**config.mk**
```make
export PLATFORM = sky130hd
export DESIGN_NAME = lc4_core
export DESIGN_NICKNAME = d
export VERILOG_FILES = /design/src/lc4_pkg.sv /design/src/credit_fifo.sv /design/src/lc4_decoder.sv /design/src/lc4_regfile.sv /design/src/lc4_alu.sv /design/src/lc4_pipeline.sv /design/src/retire_port.sv /design/src/lc4_core.sv
export VERILOG_INCLUDE_DIRS = /design/src /design/src/src
export SDC_FILE = /design/constraint.sdc
export NUM_CORES = 1
export LEC_CHECK = 0
export ABC_AREA = 1
export BUFFER_PORTS_ARGS = -buffer_cell sky130_fd_sc_hd__clkbuf_2
export CORE_MARGIN = 3
export CORE_UTILIZATION = 57
export DETAILED_ROUTE_END_ITERATION = 12
export PLACE_DENSITY = 0.73
export SLEW_MARGIN = 30
export SYNTH_ARGS = -nofsm -noshare
export SYNTH_HDL_FRONTEND = slang
export SYNTH_SLANG_ARGS = --single-unit
```
**constraint.sdc**
```tcl
create_clock -name gwe -period 4.3 [get_ports gwe]
set_input_delay 0.43 -clock gwe [delete_from_list [all_inputs] [get_ports gwe]]
set_output_delay 0.43 -clock gwe [all_outputs]
set_load 0.02 [all_outputs]
```
**src/lc4_consts.svh**
```systemverilog
`ifndef LC4_CONSTS_SVH
`define LC4_CONSTS_SVH

// datapath widths
`define LC4_WORD 16
`define LC4_REG_SEL 3
`define LC4_NZP_W 3

// opcodes of the supported instruction groups
`define LC4_OP_ARITH 4'b0001
`define LC4_OP_LOGIC 4'b0101
`define LC4_OP_CONST 4'b1001

// input queue depth, also the sender's starting credit
`define LC4_INSN_QUEUE_DEPTH 4

// retire side buffering and consumer credit
`define LC4_RETIRE_DEPTH 4
`define LC4_RETIRE_CREDITS 2

`endif

```
**src/lc4_pkg.sv**
```systemverilog
`default_nettype none
`include "lc4_consts.svh"

package lc4_pkg;

    typedef logic [`LC4_WORD-1:0]    word_t;
    typedef logic [`LC4_REG_SEL-1:0] reg_sel_t;

    // operation class picked by the decoder
    typedef enum logic [2:0] {
        ALU_NONE,
        ALU_ADD,
        ALU_SUB,
        ALU_AND,
        ALU_NOT,
        ALU_OR,
        ALU_XOR,
        ALU_CONST
    } alu_op_t;

    typedef struct packed {
        word_t    insn;
        reg_sel_t rs_sel;
        reg_sel_t rt_sel;
        reg_sel_t rd_sel;
        logic     rs_re;
        logic     rt_re;
        logic     rd_we;
        alu_op_t  op;
        // second operand comes from the 5-bit immediate
        logic     use_imm;
    } decoded_t;

    // one record per instruction leaving writeback
    typedef struct packed {
        word_t                 insn;
        logic                  rd_we;
        reg_sel_t              rd_sel;
        word_t                 rd_data;
        logic [`LC4_NZP_W-1:0] nzp;
    } retire_t;

endpackage

`default_nettype wire

```
**src/credit_fifo.sv**
```systemverilog
`timescale 1ns/100ps
`default_nettype none

module credit_fifo #(
    parameter type payload_t = logic [7:0],
    parameter int  DEPTH     = 4
) (
    input  logic     gwe,
    input  logic     i_arst_n,
    input  logic     i_push,
    input  payload_t i_data,
    input  logic     i_pop,
    output payload_t o_data,
    output logic     o_empty,
    output logic     o_full,
    output logic     o_credit
);

    localparam int PTR_W = (DEPTH > 1) ? $clog2(DEPTH) : 1;
    localparam int CNT_W = $clog2(DEPTH + 1);

    payload_t         mem [DEPTH];
    logic [PTR_W-1:0] wr_ptr;
    logic [PTR_W-1:0] rd_ptr;
    logic [CNT_W-1:0] count;

    // wrap at DEPTH so non power of two depths work too
    function automatic logic [PTR_W-1:0] ptr_inc(input logic [PTR_W-1:0] ptr);
        return (ptr == PTR_W'(DEPTH - 1)) ? '0 : ptr + 1'b1;
    endfunction

    always_ff @(posedge gwe or negedge i_arst_n) begin
        if (!i_arst_n) begin
            wr_ptr   <= '0;
            rd_ptr   <= '0;
            count    <= '0;
            o_credit <= 1'b0;
        end else begin
            if (i_push) wr_ptr <= ptr_inc(wr_ptr);
            if (i_pop) rd_ptr <= ptr_inc(rd_ptr);
            count    <= count + CNT_W'(i_push) - CNT_W'(i_pop);
            // one credit back per freed slot
            o_credit <= i_pop;
        end
    end

    always_ff @(posedge gwe) begin
        if (i_push) mem[wr_ptr] <= i_data;
    end

    assign o_data  = mem[rd_ptr];
    assign o_empty = (count == '0);
    assign o_full  = (count == CNT_W'(DEPTH));

    // the producer must respect its credits
    a_no_push_full: assert property (
        @(posedge gwe) disable iff (!i_arst_n) i_push |-> !o_full)
        else $error("credit_fifo: push while full");

    a_no_pop_empty: assert property (
        @(posedge gwe) disable iff (!i_arst_n) i_pop |-> !o_empty)
        else $error("credit_fifo: pop while empty");

endmodule

`default_nettype wire

```
**src/lc4_decoder.sv**
```systemverilog
`timescale 1ns/100ps
`default_nettype none
`include "lc4_consts.svh"

module lc4_decoder (
    input  lc4_pkg::word_t    i_insn,
    output lc4_pkg::decoded_t o_dec
);

    import lc4_pkg::*;

    logic [3:0] opcode;
    logic [1:0] sub_op;
    logic       imm_form;
    alu_op_t    op;

    assign opcode   = i_insn[15:12];
    assign sub_op   = i_insn[4:3];
    assign imm_form = i_insn[5];

    // MUL and DIV fall through as no-ops
    always_comb begin
        op = ALU_NONE;
        case (opcode)
            `LC4_OP_ARITH: begin
                if (imm_form || sub_op == 2'b00) op = ALU_ADD;
                else if (sub_op == 2'b10) op = ALU_SUB;
            end
            `LC4_OP_LOGIC: begin
                if (imm_form) op = ALU_AND;
                else if (sub_op == 2'b00) op = ALU_AND;
                else if (sub_op == 2'b01) op = ALU_NOT;
                else if (sub_op == 2'b10) op = ALU_OR;
                else op = ALU_XOR;
            end
            `LC4_OP_CONST: op = ALU_CONST;
            default: op = ALU_NONE;
        endcase
    end

    always_comb begin
        o_dec.insn    = i_insn;
        o_dec.rd_sel  = i_insn[11:9];
        o_dec.rs_sel  = i_insn[8:6];
        o_dec.rt_sel  = i_insn[2:0];
        o_dec.op      = op;
        o_dec.use_imm = imm_form && (op == ALU_ADD || op == ALU_AND);
        o_dec.rd_we   = (op != ALU_NONE);
        // CONST reads nothing, NOT and immediates skip rt
        o_dec.rs_re   = o_dec.rd_we && (op != ALU_CONST);
        o_dec.rt_re   = o_dec.rs_re && !o_dec.use_imm && (op != ALU_NOT);
    end

endmodule

`default_nettype wire

```
**src/lc4_regfile.sv**
```systemverilog
`timescale 1ns/100ps
`default_nettype none
`include "lc4_consts.svh"

module lc4_regfile (
    input  logic              gwe,
    input  logic              i_arst_n,
    input  lc4_pkg::reg_sel_t i_rs_sel,
    input  lc4_pkg::reg_sel_t i_rt_sel,
    output lc4_pkg::word_t    o_rs_data,
    output lc4_pkg::word_t    o_rt_data,
    input  lc4_pkg::reg_sel_t i_rd_sel,
    input  lc4_pkg::word_t    i_rd_data,
    input  logic              i_rd_we
);

    import lc4_pkg::*;

    localparam int NUM_REGS = 1 << `LC4_REG_SEL;

    word_t regs [NUM_REGS];

    always_ff @(posedge gwe or negedge i_arst_n) begin
        if (!i_arst_n) begin
            for (int i = 0; i < NUM_REGS; i++) begin
                regs[i] <= '0;
            end
        end else if (i_rd_we) begin
            regs[i_rd_sel] <= i_rd_data;
        end
    end

    // write-through so decode sees the value retiring this cycle
    assign o_rs_data = (i_rd_we && i_rd_sel == i_rs_sel) ? i_rd_data : regs[i_rs_sel];
    assign o_rt_data = (i_rd_we && i_rd_sel == i_rt_sel) ? i_rd_data : regs[i_rt_sel];

endmodule

`default_nettype wire

```
**src/lc4_alu.sv**
```systemverilog
`timescale 1ns/100ps
`default_nettype none
`include "lc4_consts.svh"

module lc4_alu (
    input  lc4_pkg::decoded_t      i_dec,
    input  lc4_pkg::word_t         i_rs,
    input  lc4_pkg::word_t         i_rt,
    output lc4_pkg::word_t         o_result,
    output logic [`LC4_NZP_W-1:0]  o_nzp
);

    import lc4_pkg::*;

    word_t imm5;
    word_t imm9;
    word_t operand_b;

    assign imm5      = {{(`LC4_WORD - 5){i_dec.insn[4]}}, i_dec.insn[4:0]};
    assign imm9      = {{(`LC4_WORD - 9){i_dec.insn[8]}}, i_dec.insn[8:0]};
    assign operand_b = i_dec.use_imm ? imm5 : i_rt;

    always_comb begin
        case (i_dec.op)
            ALU_ADD:   o_result = i_rs + operand_b;
            ALU_SUB:   o_result = i_rs - operand_b;
            ALU_AND:   o_result = i_rs & operand_b;
            ALU_NOT:   o_result = ~i_rs;
            ALU_OR:    o_result = i_rs | operand_b;
            ALU_XOR:   o_result = i_rs ^ operand_b;
            ALU_CONST: o_result = imm9;
            default:   o_result = '0;
        endcase
    end

    // sign of the result, no bits for a no-op
    always_comb begin
        if (!i_dec.rd_we) o_nzp = 3'b000;
        else if (o_result[`LC4_WORD-1]) o_nzp = 3'b100;
        else if (o_result == '0) o_nzp = 3'b010;
        else o_nzp = 3'b001;
    end

endmodule

`default_nettype wire

```
**src/lc4_pipeline.sv**
```systemverilog
`timescale 1ns/100ps
`default_nettype none
`include "lc4_consts.svh"

module lc4_pipeline (
    input  logic             gwe,
    input  logic             i_arst_n,
    input  lc4_pkg::word_t   i_insn,
    input  logic             i_insn_empty,
    output logic             o_insn_pop,
    input  logic             i_retire_full,
    output logic             o_retire_push,
    output lc4_pkg::retire_t o_retire
);

    import lc4_pkg::*;

    logic                  advance;
    logic                  d_valid;
    logic                  x_valid;
    logic                  w_valid;
    word_t                 d_insn;
    decoded_t              d_dec;
    word_t                 d_rs_data;
    word_t                 d_rt_data;
    decoded_t              x_dec;
    word_t                 x_rs;
    word_t                 x_rt;
    word_t                 x_rs_fwd;
    word_t                 x_rt_fwd;
    word_t                 x_result;
    logic [`LC4_NZP_W-1:0] x_nzp;
    retire_t               w_rec;
    logic                  w_writes;

    // retire back-pressure is the only stall
    assign advance       = !i_retire_full;
    assign o_insn_pop    = advance && !i_insn_empty;
    assign o_retire_push = w_valid && advance;
    assign o_retire      = w_rec;
    assign w_writes      = w_valid && w_rec.rd_we;

    lc4_decoder u_decoder (
        .i_insn (d_insn),
        .o_dec  (d_dec)
    );

    // regfile is written once, in the cycle the record leaves
    lc4_regfile u_regfile (
        .gwe       (gwe),
        .i_arst_n  (i_arst_n),
        .i_rs_sel  (d_dec.rs_sel),
        .i_rt_sel  (d_dec.rt_sel),
        .o_rs_data (d_rs_data),
        .o_rt_data (d_rt_data),
        .i_rd_sel  (w_rec.rd_sel),
        .i_rd_data (w_rec.rd_data),
        .i_rd_we   (w_writes && advance)
    );

    // writeback to execute bypass, stays stable while stalled
    assign x_rs_fwd = (x_dec.rs_re && w_writes && w_rec.rd_sel == x_dec.rs_sel) ?
                      w_rec.rd_data : x_rs;
    assign x_rt_fwd = (x_dec.rt_re && w_writes && w_rec.rd_sel == x_dec.rt_sel) ?
                      w_rec.rd_data : x_rt;

    lc4_alu u_alu (
        .i_dec    (x_dec),
        .i_rs     (x_rs_fwd),
        .i_rt     (x_rt_fwd),
        .o_result (x_result),
        .o_nzp    (x_nzp)
    );

    always_ff @(posedge gwe or negedge i_arst_n) begin
        if (!i_arst_n) begin
            d_valid <= 1'b0;
            x_valid <= 1'b0;
            w_valid <= 1'b0;
        end else if (advance) begin
            d_valid <= o_insn_pop;
            x_valid <= d_valid;
            w_valid <= x_valid;
        end
    end

    always_ff @(posedge gwe) begin
        if (advance) begin
            d_insn        <= i_insn;
            x_dec         <= d_dec;
            x_rs          <= d_rs_data;
            x_rt          <= d_rt_data;
            w_rec.insn    <= x_dec.insn;
            w_rec.rd_we   <= x_dec.rd_we;
            w_rec.rd_sel  <= x_dec.rd_sel;
            w_rec.rd_data <= x_result;
            w_rec.nzp     <= x_nzp;
        end
    end

endmodule

`default_nettype wire

```
**src/retire_port.sv**
```systemverilog
`timescale 1ns/100ps
`default_nettype none
`include "lc4_consts.svh"

module retire_port (
    input  logic             gwe,
    input  logic             i_arst_n,
    input  logic             i_push,
    input  lc4_pkg::retire_t i_rec,
    output logic             o_full,
    input  logic             i_retire_credit,
    output logic             o_retire_valid,
    output lc4_pkg::retire_t o_retire
);

    import lc4_pkg::*;

    localparam int CRED_W = $clog2(`LC4_RETIRE_CREDITS + 1);

    retire_t           head;
    logic              empty;
    logic              pop;
    logic [CRED_W-1:0] credits;

    // the fifo credit pulse doubles as the valid strobe
    credit_fifo #(
        .payload_t (retire_t),
        .DEPTH     (`LC4_RETIRE_DEPTH)
    ) u_retire_fifo (
        .gwe      (gwe),
        .i_arst_n (i_arst_n),
        .i_push   (i_push),
        .i_data   (i_rec),
        .i_pop    (pop),
        .o_data   (head),
        .o_empty  (empty),
        .o_full   (o_full),
        .o_credit (o_retire_valid)
    );

    assign pop = !empty && (credits != '0);

    always_ff @(posedge gwe or negedge i_arst_n) begin
        if (!i_arst_n) credits <= CRED_W'(`LC4_RETIRE_CREDITS);
        else credits <= credits + CRED_W'(i_retire_credit) - CRED_W'(pop);
    end

    always_ff @(posedge gwe) begin
        if (pop) o_retire <= head;
    end

    // consumer returns no more credits than it was given
    a_credit_bound: assert property (
        @(posedge gwe) disable iff (!i_arst_n) credits <= CRED_W'(`LC4_RETIRE_CREDITS))
        else $error("retire_port: credit counter above limit");

endmodule

`default_nettype wire

```
**src/lc4_core.sv**
```systemverilog
`timescale 1ns/100ps
`default_nettype none
`include "lc4_consts.svh"

module lc4_core (
    input  logic             gwe,
    input  logic             i_arst_n,
    input  logic             i_insn_valid,
    input  lc4_pkg::word_t   i_insn,
    output logic             o_insn_credit,
    input  logic             i_retire_credit,
    output logic             o_retire_valid,
    output lc4_pkg::retire_t o_retire
);

    import lc4_pkg::*;

    word_t   q_head;
    logic    q_empty;
    logic    q_pop;
    retire_t wb_rec;
    logic    wb_push;
    logic    rp_full;

    // input side, sender never overruns thanks to credits
    credit_fifo #(
        .payload_t (word_t),
        .DEPTH     (`LC4_INSN_QUEUE_DEPTH)
    ) u_insn_queue (
        .gwe      (gwe),
        .i_arst_n (i_arst_n),
        .i_push   (i_insn_valid),
        .i_data   (i_insn),
        .i_pop    (q_pop),
        .o_data   (q_head),
        .o_empty  (q_empty),
        .o_full   (),
        .o_credit (o_insn_credit)
    );

    lc4_pipeline u_pipeline (
        .gwe           (gwe),
        .i_arst_n      (i_arst_n),
        .i_insn        (q_head),
        .i_insn_empty  (q_empty),
        .o_insn_pop    (q_pop),
        .i_retire_full (rp_full),
        .o_retire_push (wb_push),
        .o_retire      (wb_rec)
    );

    retire_port u_retire_port (
        .gwe             (gwe),
        .i_arst_n        (i_arst_n),
        .i_push          (wb_push),
        .i_rec           (wb_rec),
        .o_full          (rp_full),
        .i_retire_credit (i_retire_credit),
        .o_retire_valid  (o_retire_valid),
        .o_retire        (o_retire)
    );

endmodule

`default_nettype wire

```
# After elaboration in Yosys (flattened, before gate mapping)
# Memory sizes are Yosys's and may differ from the RTL's. A register that Yosys moved wholly into a read port is not among the register bits.
# Index checks and enable logic that the tools add are counted.
totals:
  reg_bits: 252
  ram_bits: 220
  inputBits: 20
  output_inout_bits: 41
  memories: 2
classes:
  addsub: 12
  order_cmp: 4
  eq_ne: 25
  muxes: 32
  n_bitwise: 8
  reduce_logical: 30
memory_table:
  columns: ["memory", "words", "word_bits", "rd", "rd_ports_with_merged_regs", "write_ports", "line_no", "rtl"]
  rows:
  - ["u_retire_port.u_retire_fifo.mem", 4, 39, 1, 1, 1, "credit_fifo.sv:22", "payload_t mem [DEPTH];"]
  - ["u_insn_queue.mem", 4, 16, 1, 1, 1, "credit_fifo.sv:22", null]
ops:
  columns: ["op", "count"]
  rows:
  - ["2-to-1 mux 16 bit", 10]
  - ["bitwise mux 128 bit", 1]
  - ["case mux 16 bit (7 select lines)", 1]
  - ["binary-select mux 16 bit (select 3 bit)", 2]
  - ["demux 16 bit (select 3 bit)", 1]
  - ["2-to-1 mux 2 bit", 9]
  - ["adder 16 bit", 1]
  - ["AND 16 bit", 1]
  - ["logical AND 1 bit", 16]
  - ["logical NOT 16 bit", 1]
  - ["inverter 16 bit", 1]
  - ["OR 16 bit", 1]
  - ["subtractor 16 bit", 1]
  - ["bitwise XOR 16 bit", 1]
  - ["== test 3 bit (second input constant)", 5]
  - ["== test 3 bit", 4]
  - ["greater-or-equal comparator 4 bit (second input constant)", 3]
  - ["inverter 3 -> 4 bit", 3]
  - ["== test 2 bit (second input constant)", 5]
  - ["== test 3 x 2 -> 1 bit (second input constant)", 3]
  - ["2-to-1 mux 3 bit", 3]
  - ["case mux 3 bit (3 select lines)", 1]
  - ["adder 2 x 1 -> 2 bit (second input constant)", 4]
  - ["adder 3 x 1 -> 3 bit", 2]
  - ["other kinds (19)", 31]

# Depth between registers and ports, before layout
depth:
  word_depth: 12
  depth_mapped: 33
  mapped_depth_nobuf: 31

# Modules after synthesis
# A second synthesis with hierarchy kept.
hier_totals:
  hier_cells: 3085
  area_unflattened_um2: 26944.6
by_module_without_submodules:
  columns: ["module", "instances", "cells_per_inst", "area_each_um2", "seq_area_each_um2"]
  rows:
  - ["lc4_regfile", 1, 1196, 7778.7, 3203.1]
  - ["credit_fifo at u_retire_port.u_retire_fifo", 1, 662, 6986.7, 4884.7]
  - ["lc4_pipeline", 1, 272, 4384.2, 3648.5]
  - ["credit_fifo at u_insn_queue", 1, 302, 3171.8, 2122.0]
  - ["lc4_alu", 1, 520, 2892.8, 0.0]
  - ["retire_port", 1, 55, 1295.0, 1222.4]
  - ["lc4_decoder", 1, 78, 435.4, 0.0]

# Worst setup path before layout
# Ideal clock, no wire load.
synth_path:
  path_type: "reg-to-reg"
  startpoint: "register u_retire_port.u_retire_fifo.count[2]"
  endpoint: "register u_insn_queue.count[2]"
  setup_time_ns: 0.123
  arrival_time_ns: 4.099
  required_ns: 4.177
  setup_slack_ns: 0.079
  path_stages_with_launch: 13
  cell_sequence: "dfrtp_1 inv_1 or2_2 nor2_1 inv_1 nand2_1 inv_1 ha_1 inv_1 ha_1 inv_1 fa_1 xnor2_1"
synth_via:
  elab_chain_len: 4
synth_lines:
  columns: ["item", "line_no", "rtl"]
  rows:
  - ["start: declaration", "credit_fifo.sv:25", "logic [CNT_W-1:0] count;"]
  - ["start signal: assignment", "credit_fifo.sv:41", "count <= count + CNT_W'(i_push) - CNT_W'(i_pop);"]
  - ["== test 3 bit", "credit_fifo.sv:53", "assign o_full = (count == CNT_W'(DEPTH));"]
  - ["logical NOT 1 bit", "lc4_pipeline.sv:37", "assign advance = !i_retire_full;"]
  - ["logical AND 1 bit", "lc4_pipeline.sv:38", "assign o_insn_pop = advance && !i_insn_empty;"]
  - ["net q_pop", "lc4_core.sv:20", "logic q_pop;"]
  - ["subtractor 3 x 1 -> 3 bit", "credit_fifo.sv:41", null]
  - ["end signal: assignment", "credit_fifo.sv:41", null]
  - ["end: declaration", "credit_fifo.sv:25", null]
# The timed path passes the listed nets, and every way through them passes these cells.
# A chain may end at the register's enable or synchronous reset.

# Final worst setup path
layout_path:
  startpoint: "register u_pipeline.w_rec, in the netlist u_pipeline.o_retire[20]"
  endpoint: "register u_pipeline.w_rec, in the netlist u_pipeline.o_retire[0], data pin"
layout_via:
  elab_chain_len: 8
layout_lines:
  columns: ["item", "line_no", "rtl"]
  rows:
  - ["start: declaration", "lc4_pipeline.sv:33", "retire_t w_rec;"]
  - ["== test 3 bit", "lc4_pipeline.sv:64", "assign x_rt_fwd = (x_dec.rt_re && w_writes && w_rec.rd_sel == x_dec.rt_sel) ?"]
  - ["logical AND 1 bit", "lc4_pipeline.sv:64", null]
  - ["2-to-1 mux 16 bit", "lc4_pipeline.sv:64", null]
  - ["2-to-1 mux 16 bit", "lc4_alu.sv:21", "assign operand_b = i_dec.use_imm ? imm5 : i_rt;"]
  - ["subtractor 16 bit (tied with other cells)", "lc4_alu.sv:26", "ALU_SUB: o_result = i_rs - operand_b;"]
  - ["case mux 16 bit (7 select lines) (*)", "lc4_alu.sv:24", "case (i_dec.op)"]
  - ["logical NOT 16 bit", "lc4_alu.sv:40", "else if (o_result == '0) o_nzp = 3'b010;"]
  - ["2-to-1 mux 2 bit", "lc4_alu.sv:40", null]
# Mark *: on every way between the ends. The rest lies on a longest branch, timed or not.

==> results.yml <==
sta:
  totalNegativeSetupSlack_ps: 0
  maxClockFrequency_ghz: 0.251
  setup_viol: 0
  max_slew.worst_pin.slew_ps: 903
  fin_worst_hold_slack_ps: 44.9
  slew_headroom_pct: 39.6
  layout_min_cycle_time_ps: 3990
  final-max-slew-violation-count: 0
  final_cycle_utilization_of_the_critical_path_pct: 92.8
  finalHoldViolCount: 0
  final.setup_skew_ps: 26.4
route:
  drt-initial-drc-count: 1854
  wl_per_cell_um: 19.0
  drtPass1Iterations: 6
  vias_per_cell: 5.76
  detailroute.via_count: 17300
  drc: 0
  route.antenna.remaining_nets: 0
  wl_mm: 57.3
clock_network:
  cts_tree: "built"
  number_of_h_tree_branching_levels: 2
  cts_buffer_depth: 3
  clk_transition_reported_paths_ps: 60
  ctsRootBufferMaster: "sky130_fd_sc_hd__clkbuf_16"
  clock_sink_count: 500
  cts_made_buffers: 50
  clk-insertion-delay-late_ps: 600
critical_path:
  crit_path_end_kind: "flip-flop"
  crit_path_top_delay_cell: "sky130_fd_sc_hd__edfxtp_1"
  r2r_slack_ps: 310
  timing.critical_path.arrival_ps: 4320
  slowest_delay_ps: 490
  timing.reg2reg.worst_path_depth: 30
  timing_worst_setup_path_type: "reg -> reg"
  r2r_end: "u_pipeline.o_retire[0]$_SDFFCE_PP0N_"
  path_common_cell: "sky130_fd_sc_hd__nand2_1"
  worstSetupStartpointType: "flip-flop"
  worst_r2r_startpoint: "u_pipeline.o_retire[20]$_DFFE_PN_"
  cp_data_required_time_ps: 4630
  critical_path.max_fanout: 15
yosys:
  post_synth_mux_area_share_pct: 0
  postSynth.asyncResetShare_pct: 29.8
  synthSimpleGateAreaFrac_pct: 16.8
  synth_compound_gate_area_share_pct: 12.0
  synthesis.instances: 2384
  ys_seq_area_share_pct: 60.9
  syn-num-nets: 2470
  synth_top_family_by_area: "simple AND/OR/NAND/NOR gates"
  yosys_warnings: 0
  adder_cell_share_of_the_synthesized_area_pct: 3.62
  synth_ff_type: "sky130_fd_sc_hd__edfxtp_1"
  synth_enable_flop_cells: 351
  postSynthRegisterBits: 500
  synthXorXnorAreaFrac_pct: 0.971
  synth.avg_cell_area_um2: 9.83
  netlist-cell-type-count: 45
  mappedNetlistArea_um2: 23400
worst_hold_path:
  worstHoldPathType: "in -> reg"
  min_path_cells: 1
  min_delay_worst_endpoint: "u_insn_queue.mem[1][2]$_DFFE_PP_"
  holdCritStartpoint: "i_insn[2]"
grt:
  gr-total-overflow: 0
  pin_count_of_the_biggest_net_entering_global_routing: 100
  groute.layer.met3.usage_pct: 4.88
  grt_pass1_wl_mm: 90.5
  top_usage_layer: "met2"
  grt_util_met1_pct: 36.0
  antenna_violations_before_repair: 1
  global_route_met2_utilization_pct: 41.9
  grt_util_all_layers_pct: 26.1
  grt_pass1_vias: 16700
place:
  routabilityCongestion: 0.916
  post-dp-hpwl_mm: 37.1
  io_buffers: 60
die:
  ioPinCount: 61
  core_area_um2: 40200
  die_footprint_um2: 43600
  fp-row-count: 73
  die_width_um: 209
  floorplan.initialDensity_pct: 58.3
  die_h_um: 209
final_layout:
  layout.filler_cells: 3167
  final_net_count: 2533
  antenna_cells_inserted: 0
  drive_gt1_share_pct: 11.0
  synthToLayoutAreaGrowth_pct: 11.3
power_and_ir_drop:
  power.total_uw: 23100
  ir_worst_vdd_v: 0.000446
  power_per_cell_area_nw_per_um2: 886
  leakage_uw: 0.0109
status:
  status: "finished, final reports clean"
flow_run:
  maxCapViolCount: 0
==> how the worst max path moves through the flow <==
stage / cells past startpoint / from / to
final: 30 / u_pipeline.o_retire[20]$_DFFE_PN_ / u_pipeline.o_retire[0]$_SDFFCE_PP0N_
after global routing: 30 / u_pipeline.o_retire[20]$_DFFE_PN_ / u_pipeline.o_retire[0]$_SDFFCE_PP0N_
after CTS: 30 / u_pipeline.o_retire[20]$_DFFE_PN_ / u_pipeline.o_retire[0]$_SDFFCE_PP0N_
after detailed placement: 28 / u_pipeline.o_retire[20]$_DFFE_PN_ / u_pipeline.o_retire[0]$_SDFFCE_PP0N_
after global placement: 30 / u_pipeline.o_retire[20]$_DFFE_PN_ / u_pipeline.o_retire[0]$_SDFFCE_PP0N_
after floorplan: 12 / u_retire_port.u_retire_fifo.count[2]$_DFF_PN0_ / u_insn_queue.count[2]$_DFF_PN0_
==> cell usage in the layout (no fill, tap or decap), drive strengths merged, types with 2 or more instances in the layout <==
master / n
a31oi: 32
a21oi: 88
nand3: 199
edfxtp: 351
nand4: 17
o22ai: 53
buf: 73
dfrtp: 148
o21ai: 347
fa: 3
nor2: 216
xor2: 16
clkinv: 17
nor3: 10
nand2: 479
inv: 212
or2: 3
nand3b: 4
clkbuf: 130
a221oi: 3
o211ai: 2
xnor2: 10
clkinvlp: 2
ha: 63
==> where the power goes <==
part           switching (uW)  internal, uW  total (uW)
registers                1110          7860        8970
clock network            1760          2250        4010
logic                    6890          3260       10100
==> layout make-up <==
cell class / instances / area, um2 / area share, %
multi-input cells: 1550 / 7930 / 30.4
clock buffers: 70 / 1380 / 5.28
well taps: 525 / 657 / 2.52
flip-flops and latches: 500 / 14300 / 54.7
inverters: 211 / 826 / 3.17
repair buffers: 134 / 886 / 3.40
clock inverters: 21 / 140 / 0.537
==> worst max-delay path: cells and delay by family (launching register included) <==
| family | cells | cell delay (ps) |
|---|---|---|
| AOI/OAI and AO/OA | 2 | 330 |
| xor gates and xnor gates | 1 | 180 |
| DFF | 1 | 490 |
| buffers and inverters | 4 | 330 |
| and+or+nand+nor | 22 | 2110 |
| adders and majority gates | 1 | 290 |
==> per-stage QoR <==
step	instance area (um2)	utilization, %	setup WS, ps	instances
final	26100	64.9	311	3011
after global routing	26100	64.9	-26.4	3011
after CTS	25900	64.5	90.1	2997
after detailed placement	24400	60.7	140	2905
after global placement	24400	60.6	241	2905
after floorplan	23400	-	78.6	2384
==> synth_stat cells, drive strengths merged, types with 2 or more instances <==
cell type | instances | area, um2
a21oi | 88 | 452
a221oi | 3 | 26.3
a31oi | 32 | 200
buf | 22 | 141
clkbuf | 101 | 379
dfrtp | 148 | 3700
edfxtp | 351 | 10500
fa | 3 | 60.1
ha | 63 | 788
inv | 210 | 798
nand2 | 479 | 1840
nand3 | 199 | 1030
nand3b | 4 | 30.0
nand4 | 17 | 106
nor2 | 216 | 861
nor3 | 10 | 50.1
o211ai | 2 | 15.0
o21ai | 347 | 1760
o22ai | 53 | 332
or2 | 3 | 18.8
xnor2 | 10 | 87.6
xor2 | 16 | 140
==> sequential cells by signal, summed over array words and instances, names as in the netlist, 16 cells and up <==
register / cells
u_pipeline.d_insn: 16
u_pipeline.u_regfile.regs: 128
u_pipeline.x_rt: 16
u_insn_queue.mem: 64
u_pipeline.x_rs: 16
u_pipeline.o_retire: 36
u_retire_port.u_retire_fifo.mem: 144
u_retire_port.o_retire: 36
u_pipeline.x_dec: 23
==> per-layer routing <==
layer	routed length, um	part of all wire (%)
met1	24000	42
met4	1670	2.9
met2	27200	47
met5	13	0.023
met3	4510	7.9
==> cells by family after synthesis <==
| family | count (synthesis) |
|---|---|
| XOR/XNOR | 26 |
| buffers and inverters | 334 |
| AO/OA/AOI/OAI | 530 |
| adder cells (fa/ha/maj) | 66 |
| AND/OR/NAND/NOR | 928 |
| flip-flops | 500 |
==> what timing repair did <==
| item | CTS | global route |
|---|---|---|
| hold endpoints to repair | 82 | 0 |
| resized for setup | 0 | 25 |
| setup endpoints to repair | 0 | 4 |
| hold buffers | 1 | 0 |
| setup buffers | 0 | 13 |
No activity file was read; power rests on OpenSTA's default activity.
